===== src/source/rob_pkg.sv =====
package rob_pkg;

    // lanes per dispatch group and per retire group
    localparam int PUSH_WIDTH = 3;

    // usable reorder buffer entries
    localparam int ELEMENTS = 15;

    // one storage slot always stays empty so full and empty differ
    localparam int SLOTS = ELEMENTS + 1;

    // an entry tag is simply the storage index of the entry
    localparam int TAG_WIDTH = $clog2(SLOTS);

    // wide enough to count from zero up to PUSH_WIDTH
    localparam int CT_WIDTH = $clog2(PUSH_WIDTH + 1);

    // instruction payload as carried through the system, done flag excluded
    localparam int PAYLOAD_WIDTH = 10;

    // class bit selects the execution unit
    localparam int PL_CLASS_BIT = 0;

    // latency field L in cycles
    localparam int PL_LAT_LSB = 1;
    localparam int PL_LAT_WIDTH = 3;

    // free identifier so instructions can be told apart
    localparam int PL_ID_LSB = PL_LAT_LSB + PL_LAT_WIDTH;
    localparam int PL_ID_WIDTH = 6;

    // execution units sharing the completion path
    localparam int NUM_UNITS = 2;
    localparam int UNIT_SEL_WIDTH = (NUM_UNITS > 1) ? $clog2(NUM_UNITS) : 1;

endpackage


===== src/source/rob.sv =====
`timescale 1ns/1ps

module rob
    import rob_pkg::*;
(
    input  logic                                    clk,
    input  logic                                    rst,
    input  logic [PUSH_WIDTH-1:0][PAYLOAD_WIDTH-1:0] din,
    input  logic [CT_WIDTH-1:0]                     din_valid_ct,
    output logic [CT_WIDTH-1:0]                     din_ready_ct,
    output logic [PUSH_WIDTH-1:0][TAG_WIDTH-1:0]     entry_nums,
    output logic [PUSH_WIDTH-1:0][PAYLOAD_WIDTH-1:0] dout,
    output logic [CT_WIDTH-1:0]                     dout_valid_ct,
    input  logic [CT_WIDTH-1:0]                     dout_ready_ct,
    input  logic [TAG_WIDTH-1:0]                    cmplt_tag,
    input  logic                                    cmplt_valid
);

    logic [PAYLOAD_WIDTH-1:0] mem [SLOTS];
    logic [SLOTS-1:0] done;
    logic [TAG_WIDTH-1:0] rd_ptr;
    logic [TAG_WIDTH-1:0] wr_ptr;
    logic [TAG_WIDTH:0] occupied;
    logic [TAG_WIDTH:0] available;
    logic [CT_WIDTH-1:0] num_push;
    logic [CT_WIDTH-1:0] num_pop;
    logic [PUSH_WIDTH-1:0][TAG_WIDTH-1:0] rd_idx;
    logic run_open;

    // circular index arithmetic, offset never exceeds one wrap
    function automatic logic [TAG_WIDTH-1:0] slot_add(input logic [TAG_WIDTH-1:0] base,
                                                      input int off);
        logic [TAG_WIDTH:0] sum;
        sum = {1'b0, base} + (TAG_WIDTH+1)'(off);
        if (sum >= (TAG_WIDTH+1)'(SLOTS)) begin
            sum = sum - (TAG_WIDTH+1)'(SLOTS);
        end
        return sum[TAG_WIDTH-1:0];
    endfunction

    assign occupied = (wr_ptr >= rd_ptr) ? {1'b0, wr_ptr} - {1'b0, rd_ptr}
                                         : {1'b0, wr_ptr} + (TAG_WIDTH+1)'(SLOTS) - {1'b0, rd_ptr};
    assign available = (TAG_WIDTH+1)'(ELEMENTS) - occupied;

    // ready depends on pointers only, never on the valid count
    assign din_ready_ct = (available >= (TAG_WIDTH+1)'(PUSH_WIDTH)) ? CT_WIDTH'(PUSH_WIDTH)
                                                                    : available[CT_WIDTH-1:0];
    assign num_push = (din_valid_ct < din_ready_ct) ? din_valid_ct : din_ready_ct;
    assign num_pop = (dout_valid_ct < dout_ready_ct) ? dout_valid_ct : dout_ready_ct;

    always_comb begin : lane_index
        for (int i = 0; i < PUSH_WIDTH; i++) begin
            entry_nums[i] = slot_add(wr_ptr, i);
            rd_idx[i] = slot_add(rd_ptr, i);
        end
    end

    // count the unbroken run of done entries starting at the head
    always_comb begin : head_run
        dout_valid_ct = '0;
        run_open = 1'b1;
        for (int i = 0; i < PUSH_WIDTH; i++) begin
            dout[i] = mem[rd_idx[i]];
            if (run_open && ((TAG_WIDTH+1)'(i) < occupied) && done[rd_idx[i]]) begin
                dout_valid_ct = dout_valid_ct + CT_WIDTH'(1);
            end else begin
                run_open = 1'b0;
            end
        end
    end

    always_ff @(posedge clk) begin
        if (rst) begin
            rd_ptr <= '0;
            wr_ptr <= '0;
            done <= '0;
        end else begin
            // a freshly written entry starts out not done
            for (int i = 0; i < PUSH_WIDTH; i++) begin
                if (CT_WIDTH'(i) < num_push) begin
                    done[entry_nums[i]] <= 1'b0;
                end
            end
            // completions only target occupied slots so they never meet a new write
            if (cmplt_valid) begin
                done[cmplt_tag] <= 1'b1;
            end
            wr_ptr <= slot_add(wr_ptr, int'(num_push));
            rd_ptr <= slot_add(rd_ptr, int'(num_pop));
        end
    end

    always_ff @(posedge clk) begin
        for (int i = 0; i < PUSH_WIDTH; i++) begin
            if (CT_WIDTH'(i) < num_push) begin
                mem[entry_nums[i]] <= din[i];
            end
        end
    end

endmodule


===== config.mk =====
export PLATFORM = sky130hd
export DESIGN_NAME = rob
export DESIGN_NICKNAME = d
export VERILOG_FILES = /design/src/source/rob_pkg.sv /design/src/source/rob.sv
export SDC_FILE = /design/constraint.sdc
export NUM_CORES = 1
export LEC_CHECK = 0
export BUFFER_PORTS_ARGS = -buffer_cell sky130_fd_sc_hd__buf_4
export CORE_MARGIN = 2
export CORE_UTILIZATION = 60
export DETAILED_ROUTE_END_ITERATION = 8
export PLACE_DENSITY = 0.79
export SETUP_SLACK_MARGIN = 0.4
export SLEW_MARGIN = 20
export SYNTH_ARGS = -nofsm -noshare
export SYNTH_HDL_FRONTEND = slang
export SYNTH_SLANG_ARGS = --single-unit

===== constraint.sdc =====
create_clock -name clk -period 6.5 [get_ports clk]
set_input_delay 1.3 -clock clk [delete_from_list [all_inputs] [get_ports clk]]
set_output_delay 1.3 -clock clk [all_outputs]
set_load 0.02 [all_outputs]

==> impl_metrics.env <==
export IMPL_cp_required_ns=5.20
export IMPL_finalMaxSlewViolations=0
export IMPL_count_of_yosys_warnings_during_synthesis=0
export IMPL_post_route_min_period_ns=5.48
export IMPL_worstPathMaxFanout=75
export IMPL_status="finished, final reports clean"
export IMPL_p_leak_nw=5.37
export IMPL_cts_resized_gates=0
export IMPL_drc=0
export IMPL_synth_top_area_cell="edfxtp_1"
export IMPL_grt_max_degree=76
export IMPL_wl_per_cell_um=30.8
export IMPL_clockRootBuffer="clkbuf_16"
export IMPL_fin_crit_sh_pct=84.2
export IMPL_gr_total_overflow=0
export IMPL_final_setup_worst_slack_ns=1.02
export IMPL_count_of_h_tree_levels_built_during_cts=4
export IMPL_grt_setup_unrepaired="false"
export IMPL_num_io_pins=87
export IMPL_cap_violations=0
export IMPL_seqPwrFrac_pct=42.4
export IMPL_path_clk_slew_ns=0.08
export IMPL_die_h_um=161
export IMPL_clock_latency_ns=0.45
export IMPL_synth_top_area_share_pct=32.5
export IMPL_routed_wl_mm=44.4
export IMPL_synth_top_cells_by_area="edfxtp_1 (33%), mux4_2 (21%), mux2_2 (21%)"
export IMPL_fmax_ghz=0.183
export IMPL_finalHoldViolations=0
export IMPL_holdPathEnd="done[8]$_SDFF_PP0_"
export IMPL_antenna_left=0
export IMPL_antenna_violations_before_repair=4
export IMPL_drtIter0Drc=1485
export IMPL_gr_usage_all_layers_pct=34.8
export IMPL_grt_pass1_vias=10200
export IMPL_post_cts_repair_setup_buffers=0
export IMPL_avgSynthCellArea_sq_um=13.5
export IMPL_drive_gt1_share_pct=51.9
export IMPL_place_port_buffers=86
export IMPL_crit_reg2reg_launch="rd_ptr[1]$_SDFF_PP0_"
export IMPL_synthesis_instances=1092
export IMPL_final_net_count=1165
export IMPL_seq_area_frac_synth_pct=35.8
export IMPL_postSynth_asyncResetShare_pct=0
export IMPL_vdd_ir_max_uv=176
export IMPL_start_kind="flop"
export IMPL_swShare_pct=31.3
export IMPL_finClkSkew_ns=0.0101
export IMPL_min_delay_path_depth=2
export IMPL_cts_sinks=184
export IMPL_share_of_total_power_in_combinational_logic_pct=25.2
export IMPL_final_setup_viol_count=0
export IMPL_holdCritStartpoint="done[8]$_SDFF_PP0_"
export IMPL_floorplan_die_width_um=161
export IMPL_start_util_pct=60.9
export IMPL_number_of_buffers_inserted_during_clock_tree_synthesis=17
export IMPL_cts_tree="done"
export IMPL_synth_enable_flop_cells=160
export IMPL_timing_worst_slew_pin_value_ns=1.15
export IMPL_critical_path_arrival_ns=4.18
export IMPL_worstSetupPathType="reg -> out"
export IMPL_p_int_w=0.00237
export IMPL_power_switching_w=0.00108
export IMPL_place_gp_congestion=0.948
export IMPL_avgViaCountPerCell=7.34
export IMPL_area_growth_pct=9.39
export IMPL_core_rowCount=57
export IMPL_core_region_area_sq_um=24200
export IMPL_worstSetupEndpointType="output port"
export IMPL_routed_via_count=10600
export IMPL_slew_headroom_pct=23.3
export IMPL_worst_r2r_cell_count=12
export IMPL_r2r_slack_ns=1.40
export IMPL_cellPowerDensity_nw_per_um2=213
export IMPL_synth_flop_type="edfxtp_1"
export IMPL_max_clock_path_buffers=2
export IMPL_drt_pass1_iter_count=8
export IMPL_synth_nets=1157
export IMPL_ctsHoldBuffers=0
export IMPL_crit_reg2reg_capture="mem[4][6]$_DFFE_PP_"
export IMPL_fin_setup_tns_ns=0
export IMPL_first_pass_grt_wire_length_mm=66.2
export IMPL_synth_cell_area_sq_um=14800
export IMPL_fp_dieArea_sq_um=25900
export IMPL_post_synth_num_cell_types=47
export IMPL_place_hpwl_mm=31.4
export IMPL_pre_cts_ws_ns=1.39
export IMPL_power_clock_fraction_pct=32.4
export IMPL_hold_class="reg -> reg"
export IMPL_synth_seq_cells=184
-- stage by stage --
step	hold WS (ns)	cells	cell area (sq um)	total power, W	util, %
CTS	0.522	1436	16100	0.00342	66.5
detailed placement	0.507	1404	15500	0.00233	64.0
finish	0.530	1439	16200	0.00345	66.6
global route	0.547	1437	16200	0.00353	66.6
global placement	0.504	1404	15500	0.00231	64.0
floorplan	0.479	1092	14800	0.00202	-
-- power groups by stage --
stage                     Sequential, W  Combinational, W  Clock, W
after CTS                       0.00146          0.000851   0.00111
final                           0.00146          0.000869   0.00111
after detailed placement        0.00149          0.000846         0
after global placement          0.00148          0.000831         0
after global routing            0.00147          0.000911   0.00115
after floorplan                 0.00146          0.000564         0
-- area by class of cell --
cell class | count | area, sq um
multi-input cells | 776 | 9000
fillers | 1786 | 8090
flip-flops and latches | 184 | 5290
repair buffers | 105 | 788
clock buffers | 17 | 425
well taps | 324 | 405
clock inverters | 15 | 179
inverters | 16 | 60.1
diodes | 2 | 5.00
-- cell usage in the layout, fill, tap and decap left out, types with 3 or more instances in the layout --
master and n:
mux2_2 276, edfxtp_1 160, mux4_2 140, buf_4 104
mux2_1 57, nand2_1 50, nor2_1 34, a21oi_1 27
dfxtp_1 22, ha_1 20, clkbuf_16 17, nand3_1 16
inv_1 15, o31ai_1 15, or3_1 14, mux2i_1 13
o21ai_0 13, nor2b_1 11, a211oi_1 8, a211o_1 8
or3b_2 8, xnor2_1 7, nand3b_1 7, nand2b_1 6
a211oi_2 6, inv_6 5, and3_1 4, inv_8 4
nor3_1 3, xor2_1 3, o311a_1 3, o211ai_1 3
fa_1 3
-- how the worst max path moves through the flow --
| stage | start | end | slack [ns] | cells after the start |
|---|---|---|---|---|
| 4_1_cts | rd_ptr[1]$_SDFF_PP0_ | dout_valid_ct[0] | 1.05 | 8 |
| 6_report | rd_ptr[1]$_SDFF_PP0_ | dout_valid_ct[0] | 1.02 | 8 |
| 2_1_floorplan | rd_ptr[1]$_SDFF_PP0_ | dout_valid_ct[0] | 1.38 | 15 |
| 5_1_grt | rd_ptr[1]$_SDFF_PP0_ | dout_valid_ct[0] | 0.87 | 9 |
| 3_5_place_dp | rd_ptr[1]$_SDFF_PP0_ | mem[15][8]$_DFFE_PP_ | 1.39 | 9 |
| 3_3_place_gp | rd_ptr[1]$_SDFF_PP0_ | mem[15][2]$_DFFE_PP_ | 1.51 | 9 |
-- flip-flops by register name, summed over array words and instances (netlist names) --
signal / count
rd_ptr: 4
wr_ptr: 4
done: 16
mem: 160
-- cells in the mapped netlist (7+ instances only) --
cell type / instances
mux2_1: 57
nand2_1: 50
dfxtp_1: 24
mux2i_1: 13
ha_1: 21
or3_1: 14
nor2_1: 34
or3b_2: 8
a21oi_1: 27
mux2_2: 276
a211oi_1: 14
o21ai_0: 13
inv_1: 15
clkbuf_1: 68
nand3_1: 16
buf_2: 26
nand3b_1: 7
buf_1: 14
xnor2_1: 9
a211o_1: 8
o31ai_1: 15
nor2b_1: 11
mux4_2: 140
edfxtp_1: 160
buf_4: 8
-- worst max-delay path, cell delays in order, from the launching register on --
cell and delay, ns:
dfxtp_4 0.70, buf_4 0.82, mux4_2 0.61, mux4_2 0.48, a21boi_0 0.19, nor3b_1 0.21, ha_1 0.33, xnor2_1 0.22
buf_4 0.18
-- per-layer routing --
metal | wire (um) | share of wire (%) | up-vias | GRT usage, %
li1 | - | - | 4380 | -
met1 | 16900 | 38 | 5316 | 47.9
met2 | 20100 | 45 | 778 | 51.9
met3 | 6110 | 14 | 93 | 12.9
met4 | 1210 | 2.7 | 0 | 10.6
met5 | 0 | 0 | - | 0
-- kinds of logic after synthesis --
logic type | after synthesis | synth area share [%]
fa+ha+maj | 24 | 2.19
xor+xnor | 13 | 0.822
simple gates | 158 | 5.35
compound gates | 95 | 4.47
buf+inv | 132 | 3.78
mux | 486 | 47.6
flops | 184 | 35.8
No activity file was read; power rests on OpenSTA's default activity.
