<file path="src/source/rob_pkg.sv">
package rob_pkg;

    // lanes per dispatch group and per retire group
    localparam int PUSH_WIDTH = 3;

    // usable reorder buffer entries
    localparam int ELEMENTS = 15;

    // one storage slot always stays empty so full and empty differ
    localparam int SLOTS = ELEMENTS + 1;

    // an entry tag is simply the storage index of the entry
    localparam int TAG_WIDTH = $clog2(SLOTS);

    // wide enough to count from zero up to PUSH_WIDTH
    localparam int CT_WIDTH = $clog2(PUSH_WIDTH + 1);

    // instruction payload as carried through the system, done flag excluded
    localparam int PAYLOAD_WIDTH = 10;

    // class bit selects the execution unit
    localparam int PL_CLASS_BIT = 0;

    // latency field L in cycles
    localparam int PL_LAT_LSB = 1;
    localparam int PL_LAT_WIDTH = 3;

    // free identifier so instructions can be told apart
    localparam int PL_ID_LSB = PL_LAT_LSB + PL_LAT_WIDTH;
    localparam int PL_ID_WIDTH = 6;

    // execution units sharing the completion path
    localparam int NUM_UNITS = 2;
    localparam int UNIT_SEL_WIDTH = (NUM_UNITS > 1) ? $clog2(NUM_UNITS) : 1;

endpackage

</file>
<file path="src/source/exec_unit.sv">
`timescale 1ns/1ps

module exec_unit
    import rob_pkg::*;
#(
    parameter bit UNIT_CLASS = 1'b0
) (
    input  logic                                    clk,
    input  logic                                    rst,
    input  logic [PUSH_WIDTH-1:0][PAYLOAD_WIDTH-1:0] din,
    input  logic [CT_WIDTH-1:0]                     din_valid_ct,
    input  logic [CT_WIDTH-1:0]                     din_ready_ct,
    input  logic [PUSH_WIDTH-1:0][TAG_WIDTH-1:0]     entry_nums,
    output logic                                    req,
    output logic [TAG_WIDTH-1:0]                    tag,
    input  logic                                    ack
);

    typedef enum logic [1:0] {
        HS_IDLE,
        HS_REQ,
        HS_RELEASE
    } hs_state_t;

    hs_state_t state;
    logic [SLOTS-1:0] busy;
    logic [PL_LAT_WIDTH-1:0] count [SLOTS];
    logic [SLOTS-1:0] finished;
    logic [CT_WIDTH-1:0] num_accept;
    logic [PUSH_WIDTH-1:0] take;
    logic [TAG_WIDTH-1:0] pick;
    logic pick_valid;

    assign num_accept = (din_valid_ct < din_ready_ct) ? din_valid_ct : din_ready_ct;
    assign req = (state == HS_REQ);

    // only accepted lanes of this unit's class get a timer
    always_comb begin
        for (int i = 0; i < PUSH_WIDTH; i++) begin
            take[i] = (CT_WIDTH'(i) < num_accept) && (din[i][PL_CLASS_BIT] == UNIT_CLASS);
        end
    end

    // walk downwards so the lowest finished tag wins
    always_comb begin
        pick = '0;
        pick_valid = 1'b0;
        for (int t = SLOTS - 1; t >= 0; t--) begin
            finished[t] = busy[t] && (count[t] == '0);
            if (finished[t]) begin
                pick = TAG_WIDTH'(t);
                pick_valid = 1'b1;
            end
        end
    end

    always_ff @(posedge clk) begin
        if (rst) begin
            busy <= '0;
            state <= HS_IDLE;
        end else begin
            for (int i = 0; i < PUSH_WIDTH; i++) begin
                if (take[i]) begin
                    busy[entry_nums[i]] <= 1'b1;
                end
            end
            case (state)
                HS_IDLE: if (pick_valid) state <= HS_REQ;
                HS_REQ: begin
                    if (ack) begin
                        busy[tag] <= 1'b0;
                        state <= HS_RELEASE;
                    end
                end
                // wait for the arbiter to drop ack before choosing again
                HS_RELEASE: if (!ack) state <= HS_IDLE;
                default: state <= HS_IDLE;
            endcase
        end
    end

    always_ff @(posedge clk) begin
        if (state == HS_IDLE && pick_valid) begin
            tag <= pick;
        end
        for (int t = 0; t < SLOTS; t++) begin
            if (busy[t] && count[t] != '0) begin
                count[t] <= count[t] - PL_LAT_WIDTH'(1);
            end
        end
        for (int i = 0; i < PUSH_WIDTH; i++) begin
            if (take[i]) begin
                count[entry_nums[i]] <= din[i][PL_LAT_LSB +: PL_LAT_WIDTH];
            end
        end
    end

endmodule

</file>
<file path="config.mk">
export PLATFORM = sky130hd
export DESIGN_NAME = exec_unit
export DESIGN_NICKNAME = d
export VERILOG_FILES = /design/src/source/rob_pkg.sv /design/src/source/exec_unit.sv
export SDC_FILE = /design/constraint.sdc
export NUM_CORES = 1
export LEC_CHECK = 0
export ABC_AREA = 1
export ABC_CLOCK_PERIOD_IN_PS = 2300
export BUFFER_PORTS_ARGS = -buffer_cell sky130_fd_sc_hd__buf_2
export CORE_UTILIZATION = 40
export DETAILED_ROUTE_END_ITERATION = 10
export PLACE_DENSITY_LB_ADDON = 0.1
export SKIP_LAST_GASP = 1
export SLEW_MARGIN = 10
export SYNTH_ARGS = -nofsm -noshare
export SYNTH_HDL_FRONTEND = slang
export SYNTH_SLANG_ARGS = --single-unit
</file>
<file path="constraint.sdc">
create_clock -name clk -period 2.3 [get_ports clk]
set_clock_uncertainty 0.2 [all_clocks]
set_input_delay 0.46 -clock clk [delete_from_list [all_inputs] [get_ports clk]]
set_output_delay 0.46 -clock clk [all_outputs]
set_load 0.05 [all_outputs]
</file>
==> results of run 1 <==
## sequential cells by signal (all words and copies together), names as in the netlist
name / cells
state: 2
busy: 16
count: 48
tag: 4
## per-layer routing
metal / part of all wire / global-route usage / up-vias
met2: 0.48 / 0.440 / 183
met4: 0.033 / 0.124 / 0
met3: 0.065 / 0.0378 / 38
li1: - / - / 2663
met1: 0.42 / 0.337 / 2479
met5: 0 / 0 / -
## Yosys cell counts (2+ instances only)
cell type,instances
nand4_1,4
nand3_1,23
dfxtp_1,18
inv_2,8
nand2_4,3
a31oi_1,2
edfxtp_1,52
nor2_2,2
o21bai_1,3
nor2_4,11
a211oi_1,19
nor2_1,68
o21ai_0,61
o21ai_1,11
inv_1,110
a2111o_1,4
a22oi_1,24
o2111ai_1,3
o22ai_1,6
xnor2_1,6
clkbuf_1,8
clkinv_1,2
xor2_1,10
nor4_1,14
a21oi_1,65
nand2_1,82
nor3_1,8
o211ai_1,17
ha_1,34
## metrics by stage
| step | setup TNS [ns] | hold slack [ns] | total power [uW] | cells | cell area, um2 |
|---|---|---|---|---|---|
| 2_1_floorplan | -0.138 | 0.275 | 1670 | 687 | 5360 |
| 3_3_place_gp | -30.82 | 0.286 | 1860 | 973 | 6390 |
| 3_5_place_dp | -35.56 | 0.300 | 1860 | 973 | 6390 |
| 4_1_cts | -0.698 | 0.202 | 3580 | 989 | 6760 |
| 5_1_grt | -0.451 | 0.229 | 3690 | 997 | 6960 |
| 6_report | 0 | 0.216 | 3590 | 997 | 6960 |
## report_power, final
part / internal (uW) / switching, uW / total, uW / leakage [uW]
combinational: 161 / 294 / 455 / 0.00229
sequential: 1390 / 17.1 / 1410 / 0.000623
clock: 1150 / 569 / 1720 / 0.000176
## logic make-up (layout without fill, tap and decap cells)
group,Yosys count,in the layout,share of synthesized area
buffers and inverters,129,267,0.0907
AOI/OAI and AO/OA,221,221,0.251
DFF,70,70,0.360
and+or+nand+nor,217,217,0.192
xor gates and xnor gates,16,16,0.0263
adders and majority gates,34,34,0.0797
## final cells by class
class,count,area (um2),area share
Inverter,120,465,0.0668
Timing Repair Buffer,131,930,0.134
Clock buffer,13,270,0.0388
Tap cell,172,215,0.0309
Clock inverter,3,90.1,0.0129
Sequential cell,70,1920,0.276
Multi-Input combinational cell,488,3070,0.441
## tightest hold or removal path, stage by stage
cell and delay (ns):
buf_2 0.12, nand3_1 0.08, a21oi_1 0.06
## final timing paths
kind	depth (start not counted)	to	start	slack, ns
min	3	state[1]$_SDFFE_PP0P_	ack	0.22
max reg2reg	8	tag[0]$_SDFFCE_PP0P_	count[15][0]$_DFFE_PP_	0.14
min reg2reg	2	state[1]$_SDFFE_PP0P_	state[1]$_SDFFE_PP0P_	0.31
max	13	count[5][1]$_DFFE_PP_	din_ready_ct[1]	0.06
## what timing repair did
item                                    in CTS  in global routing
endpoints found under the hold margin        0                  0
pin swaps                                    0                  6
endpoints found under the setup margin      32                105
cloned                                       0                  0
setup buffers                                0                  8
resized for setup                            1                 43
==> results.ini, run 1 <==
[placement]
place_hpwl_mm=12.9
port-buffer-count=35
preCtsSetupSlack_ns=-0.439
gp_congestion=0.900

[final_layout]
final_layout_size_suffix_gt1_frac=0.240
layout.core_utilization=0.543
area.growth.synth_to_final_pct=30.5
antenna-diode-count=0
final_cell_mix=109 x inv_1, 91 x buf_4, 79 x nand2_1
final_nets=903
final.fill_count=1240
layout.cells.most_common=inv_1

[timing]
timing_max_transition_violations_final=0
setup_repair_after_global_routing_missed_its_margin=yes
worst-slew-pin-transition_ns=0.471
finalSetupViolCount=0
hold_viol=0
maxClockFrequency_mhz=447
finalCritPeriodShare=0.973
timing.final.ws_setup_ns=0.0626
final.min_clock_period_ns=2.24
slew_headroom=0.683

[floorplan]
floorplan.rows=41
core_region_area_um2=12800
die_x_um=118
floorplan.die_area_um2=13800
starting_density_of_the_core=0.416
floorplan.io_pins=54
die_y_um=118

[power]
power_density_relative_to_cell_area_nw_per_um2=515
leakage_uw=0.00309
irDropWorstVdd_uv=286

[synthesis]
post_synth_num_cell_types=38
postSynthRegisterBits=70
net_count_of_the_mapped_netlist=770
synth_edf_count=52
netlist_top_cells_area=edfxtp_1 29%, ha_1 8.0%, inv_1 7.7%
mappedNetlistArea_um2=5340
synth_largest_area_cell=edfxtp_1
postSynthCellCount=687
ys_async_sr_fraction=0
synthesis.yosys.warnings=0
synth-main-ff-cell=edfxtp_1
synth_top_area_share=0.293
register_area_share_after_synthesis=0.360
avgSynthCellArea_um2=7.77

[global_route]
first_global_vias=5228
largest_net_degree_at_the_start_of_global_routing=19
grt_antenna_before_repair=0
grt_remaining_overflow=0
grt_first_pass_wirelength_mm=27.5
track_usage=0.264

[run]
maxCapViolCount=0

[clock_tree]
holdBufCountCts=0
cts_root_buffer=clkbuf_16
numCtsBuffers=9
cts_tree=yes
ctsLongestPathBuffers=2
worst_skew_pair.late_latency_ns=0.35
cts.reportedPaths.clkPinSlew_ns=0.06
cts.sink_count=70
cts.htree.levels=3

[routing]
detail_route_antenna_nets=0
routedWlPerCell_um=17.7
drcViolationCount=0
detail_route.wirelength_mm=17.7
first_pass_iters=6
dr.first_iter.drc_count=498
drt-vias-per-instance=5.38
vias=5363

[critical_path]
end_kind=flop
slowest_cp_cell=ha_4
worst_path_dominant_cell_family=simple AND/OR/NAND/NOR gates
required_ns=2.15
path_cells=buf_6 > inv_12 > ha_4 > o21bai_4 > o21ai_4 > buf_4 > nor3_4 > buf_4 > nand3_4 > nor2_4 > buf_6 > a21oi_1 > nand3_1
worst-setup-path-type=in2reg
startpoint_type=input pin
crit_fanout=7
cp_data_arrival_time_ns=2.09
path_buf_inv=5
max_stage_delay_ns=0.23

[hold_path]
hp-class=in2reg

[run_status]
outcome=finished clean

No activity file was read; power rests on OpenSTA's default activity.
==> run 2, diff against run 1 <==
- CORE_UTILIZATION: 40 -> 54
- SKIP_CTS_REPAIR_TIMING: unset -> 1
==> run 2 against run 1 <==
- combinational power down 4.6%
- clock-buffer cell count down 3
- maximum frequency down 0.57%
- critical path depth down 1
- critical path type unchanged
- critical endpoint is now count[12][2]$_DFFE_PP_
==> results.ini, run 2 (synthesis results as in run 1) <==
[hold_path]
hp-class=in2reg
hold_path.startpoint=ack
hold-path-cell-count=3  ; unchanged
hold_path_end=state[1]$_SDFFE_PP0P_

[final_layout]
area.growth.synth_to_final_pct=22.1
final_nets=884  ; -2.1%
area.sequential_um2=1920  ; unchanged
final.fill_count=788  ; -36%
regMostFlops=count
largest_reg_flops=48  ; unchanged
final_layout_size_suffix_gt1_frac=0.211  ; -0.0291
antenna-diode-count=0  ; unchanged
final_cell_mix=107 x inv_1, 81 x nand2_1, 76 x buf_4
layout.core_utilization=0.692  ; +0.149
multi_input_area_um2=3000  ; -2.4%
layout.cells.most_common=inv_1
top_regs=count x48, busy x16, tag x4

[critical_path]
end_kind=flop
worstRegToRegCells=16  ; +8
cp_data_arrival_time_ns=2.16  ; +0.07 ns
crit_fanout=7  ; unchanged
reg2reg_setup_slack_ns=0.14  ; about the same
worstReg2RegEnd=tag[0]$_SDFFCE_PP0P_
required_ns=2.21  ; +0.06 ns
worst-setup-path-type=in2reg
rr_startpoint=count[13][0]$_DFFE_PP_
startpoint_type=input pin

[global_route]
global_route.peak_usage_layer=met2
grt_use_met3=0.0580  ; +0.0202
grt_antenna_before_repair=0  ; unchanged
grt_remaining_overflow=0  ; unchanged
first_global_vias=5266  ; +0.73%
grtUsageMet1=0.441  ; +0.104
grt_first_pass_wirelength_mm=26.0  ; -5.3%
largest_net_degree_at_the_start_of_global_routing=19  ; unchanged
track_usage=0.345  ; +0.0803
grt.met2_usage=0.558  ; +0.118

[routing]
dr.first_iter.drc_count=401  ; -19%
drt-vias-per-instance=5.80  ; +7.8%
vias=5421  ; +1.1%
first_pass_iters=5  ; -1
detail_route_antenna_nets=0  ; unchanged
routedWlPerCell_um=17.9  ; +0.93%
drcViolationCount=0  ; unchanged
detail_route.wirelength_mm=16.7  ; -5.3%

[timing]
hold_viol=0  ; unchanged
totalNegativeSetupSlack_ns=0  ; unchanged
slew_headroom=0.610  ; -0.0723
worst-slew-pin-transition_ns=0.580  ; +0.109 ns
finalSetupViolCount=0  ; unchanged
timing_max_transition_violations_final=0  ; unchanged
final.min_clock_period_ns=2.25  ; +0.0128 ns
maxClockFrequency_mhz=444  ; -0.57%
setup_repair_after_global_routing_missed_its_margin=yes
timing.final.ws_setup_ns=0.0498  ; -0.0128 ns
finalCritPeriodShare=0.978  ; +0.00558

[power]
switching_power_uw=856  ; -2.7%
seqPwrFrac=0.493  ; +0.099
power_density_relative_to_cell_area_nw_per_um2=439  ; -15%
irDropWorstVdd_uv=283  ; -1.3%
share_clk_of_total_power=0.355  ; -0.124
leakage_uw=0.00286  ; -7.4%
combinationalPowerShare=0.152  ; +0.025
power_switching_share=0.300  ; +0.0541
p_int_uw=2000  ; -26%

[placement]
preCtsSetupSlack_ns=-0.328  ; +0.111 ns
place_hpwl_mm=12.3  ; -4.7%
gp_congestion=0.976  ; +8.5%
port-buffer-count=35  ; unchanged

[floorplan]
die_x_um=101  ; -14%
starting_density_of_the_core=0.567  ; +0.151
die_y_um=101  ; -14%
floorplan.die_area_um2=10300  ; -26%
floorplan.rows=35  ; -15%
core_region_area_um2=9420  ; -27%
floorplan.io_pins=54  ; unchanged

[clock_tree]
worst_skew_pair.late_latency_ns=0.37  ; +0.02 ns
cts_root_buffer=clkbuf_8
cts.sink_count=70  ; unchanged
cts_tree=yes
ctsLongestPathBuffers=2  ; unchanged
numCtsBuffers=9  ; unchanged
cts.reportedPaths.clkPinSlew_ns=0.09  ; +0.03 ns
cts.htree.levels=3  ; unchanged

[run_status]
outcome=finished clean

[run]
maxCapViolCount=0  ; unchanged

[run 2: cell type report]
class,instances,share of cell area
flip-flops and latches,70,0.295
clock inverters,6,0.00672
well taps,129,0.0248
repair buffers,112,0.120
inverters,120,0.0711
multi-input cells,488,0.460
clock buffers,10,0.0229
[run 2: power groups by stage]
stage	combinational, uW	clock [uW]	sequential [uW]
final	434	1020	1410
after global routing	468	1050	1410
after CTS	416	1020	1410
after detailed placement	413	0	1440
after global placement	402	0	1440
after floorplan	237	0	1440
[run 2: routing by layer]
layer / wire length (um) / vias up
li1: - / 2625
met1: 6720 / 2453
met2: 7580 / 272
met3: 1610 / 71
met4: 822 / 0
met5: 0 / -
[run 2: worst max-delay path: stages]
cell and delay (ns):
buf_4 0.13, inv_12 0.03, ha_4 0.24, o21bai_1 0.07, o21ai_2 0.12, a21oi_4 0.09
buf_12 0.16, nand2_1 0.11, nor2_2 0.07, buf_4 0.15, buf_4 0.13, a2111o_1 0.39
[run 2: worst max path at each step]
| stage | cells after the start | from | slack [ns] | end |
|---|---|---|---|---|
| final | 12 | din_ready_ct[1] | 0.05 | count[12][2]$_DFFE_PP_ |
| after detailed placement | 12 | din_ready_ct[1] | -0.33 | count[7][0]$_DFFE_PP_ |
| after floorplan | 10 | din_ready_ct[1] | -0.05 | count[14][1]$_DFFE_PP_ |
| after CTS | 12 | din_ready_ct[1] | 0.06 | count[7][0]$_DFFE_PP_ |
| after global placement | 14 | din_ready_ct[1] | -0.27 | count[4][0]$_DFFE_PP_ |
| after global routing | 12 | din_ready_ct[1] | -0.007 | count[12][2]$_DFFE_PP_ |
[run 2: through the flow]
stage	hold slack, ns	cells	total power, uW	cell area [um2]
finish	0.181	935	2860	6520
CTS	0.178	933	2840	6440
detailed placement	0.296	917	1850	6250
global placement	0.286	917	1840	6250
floorplan	0.275	687	1670	5360
global route	0.202	935	2930	6520
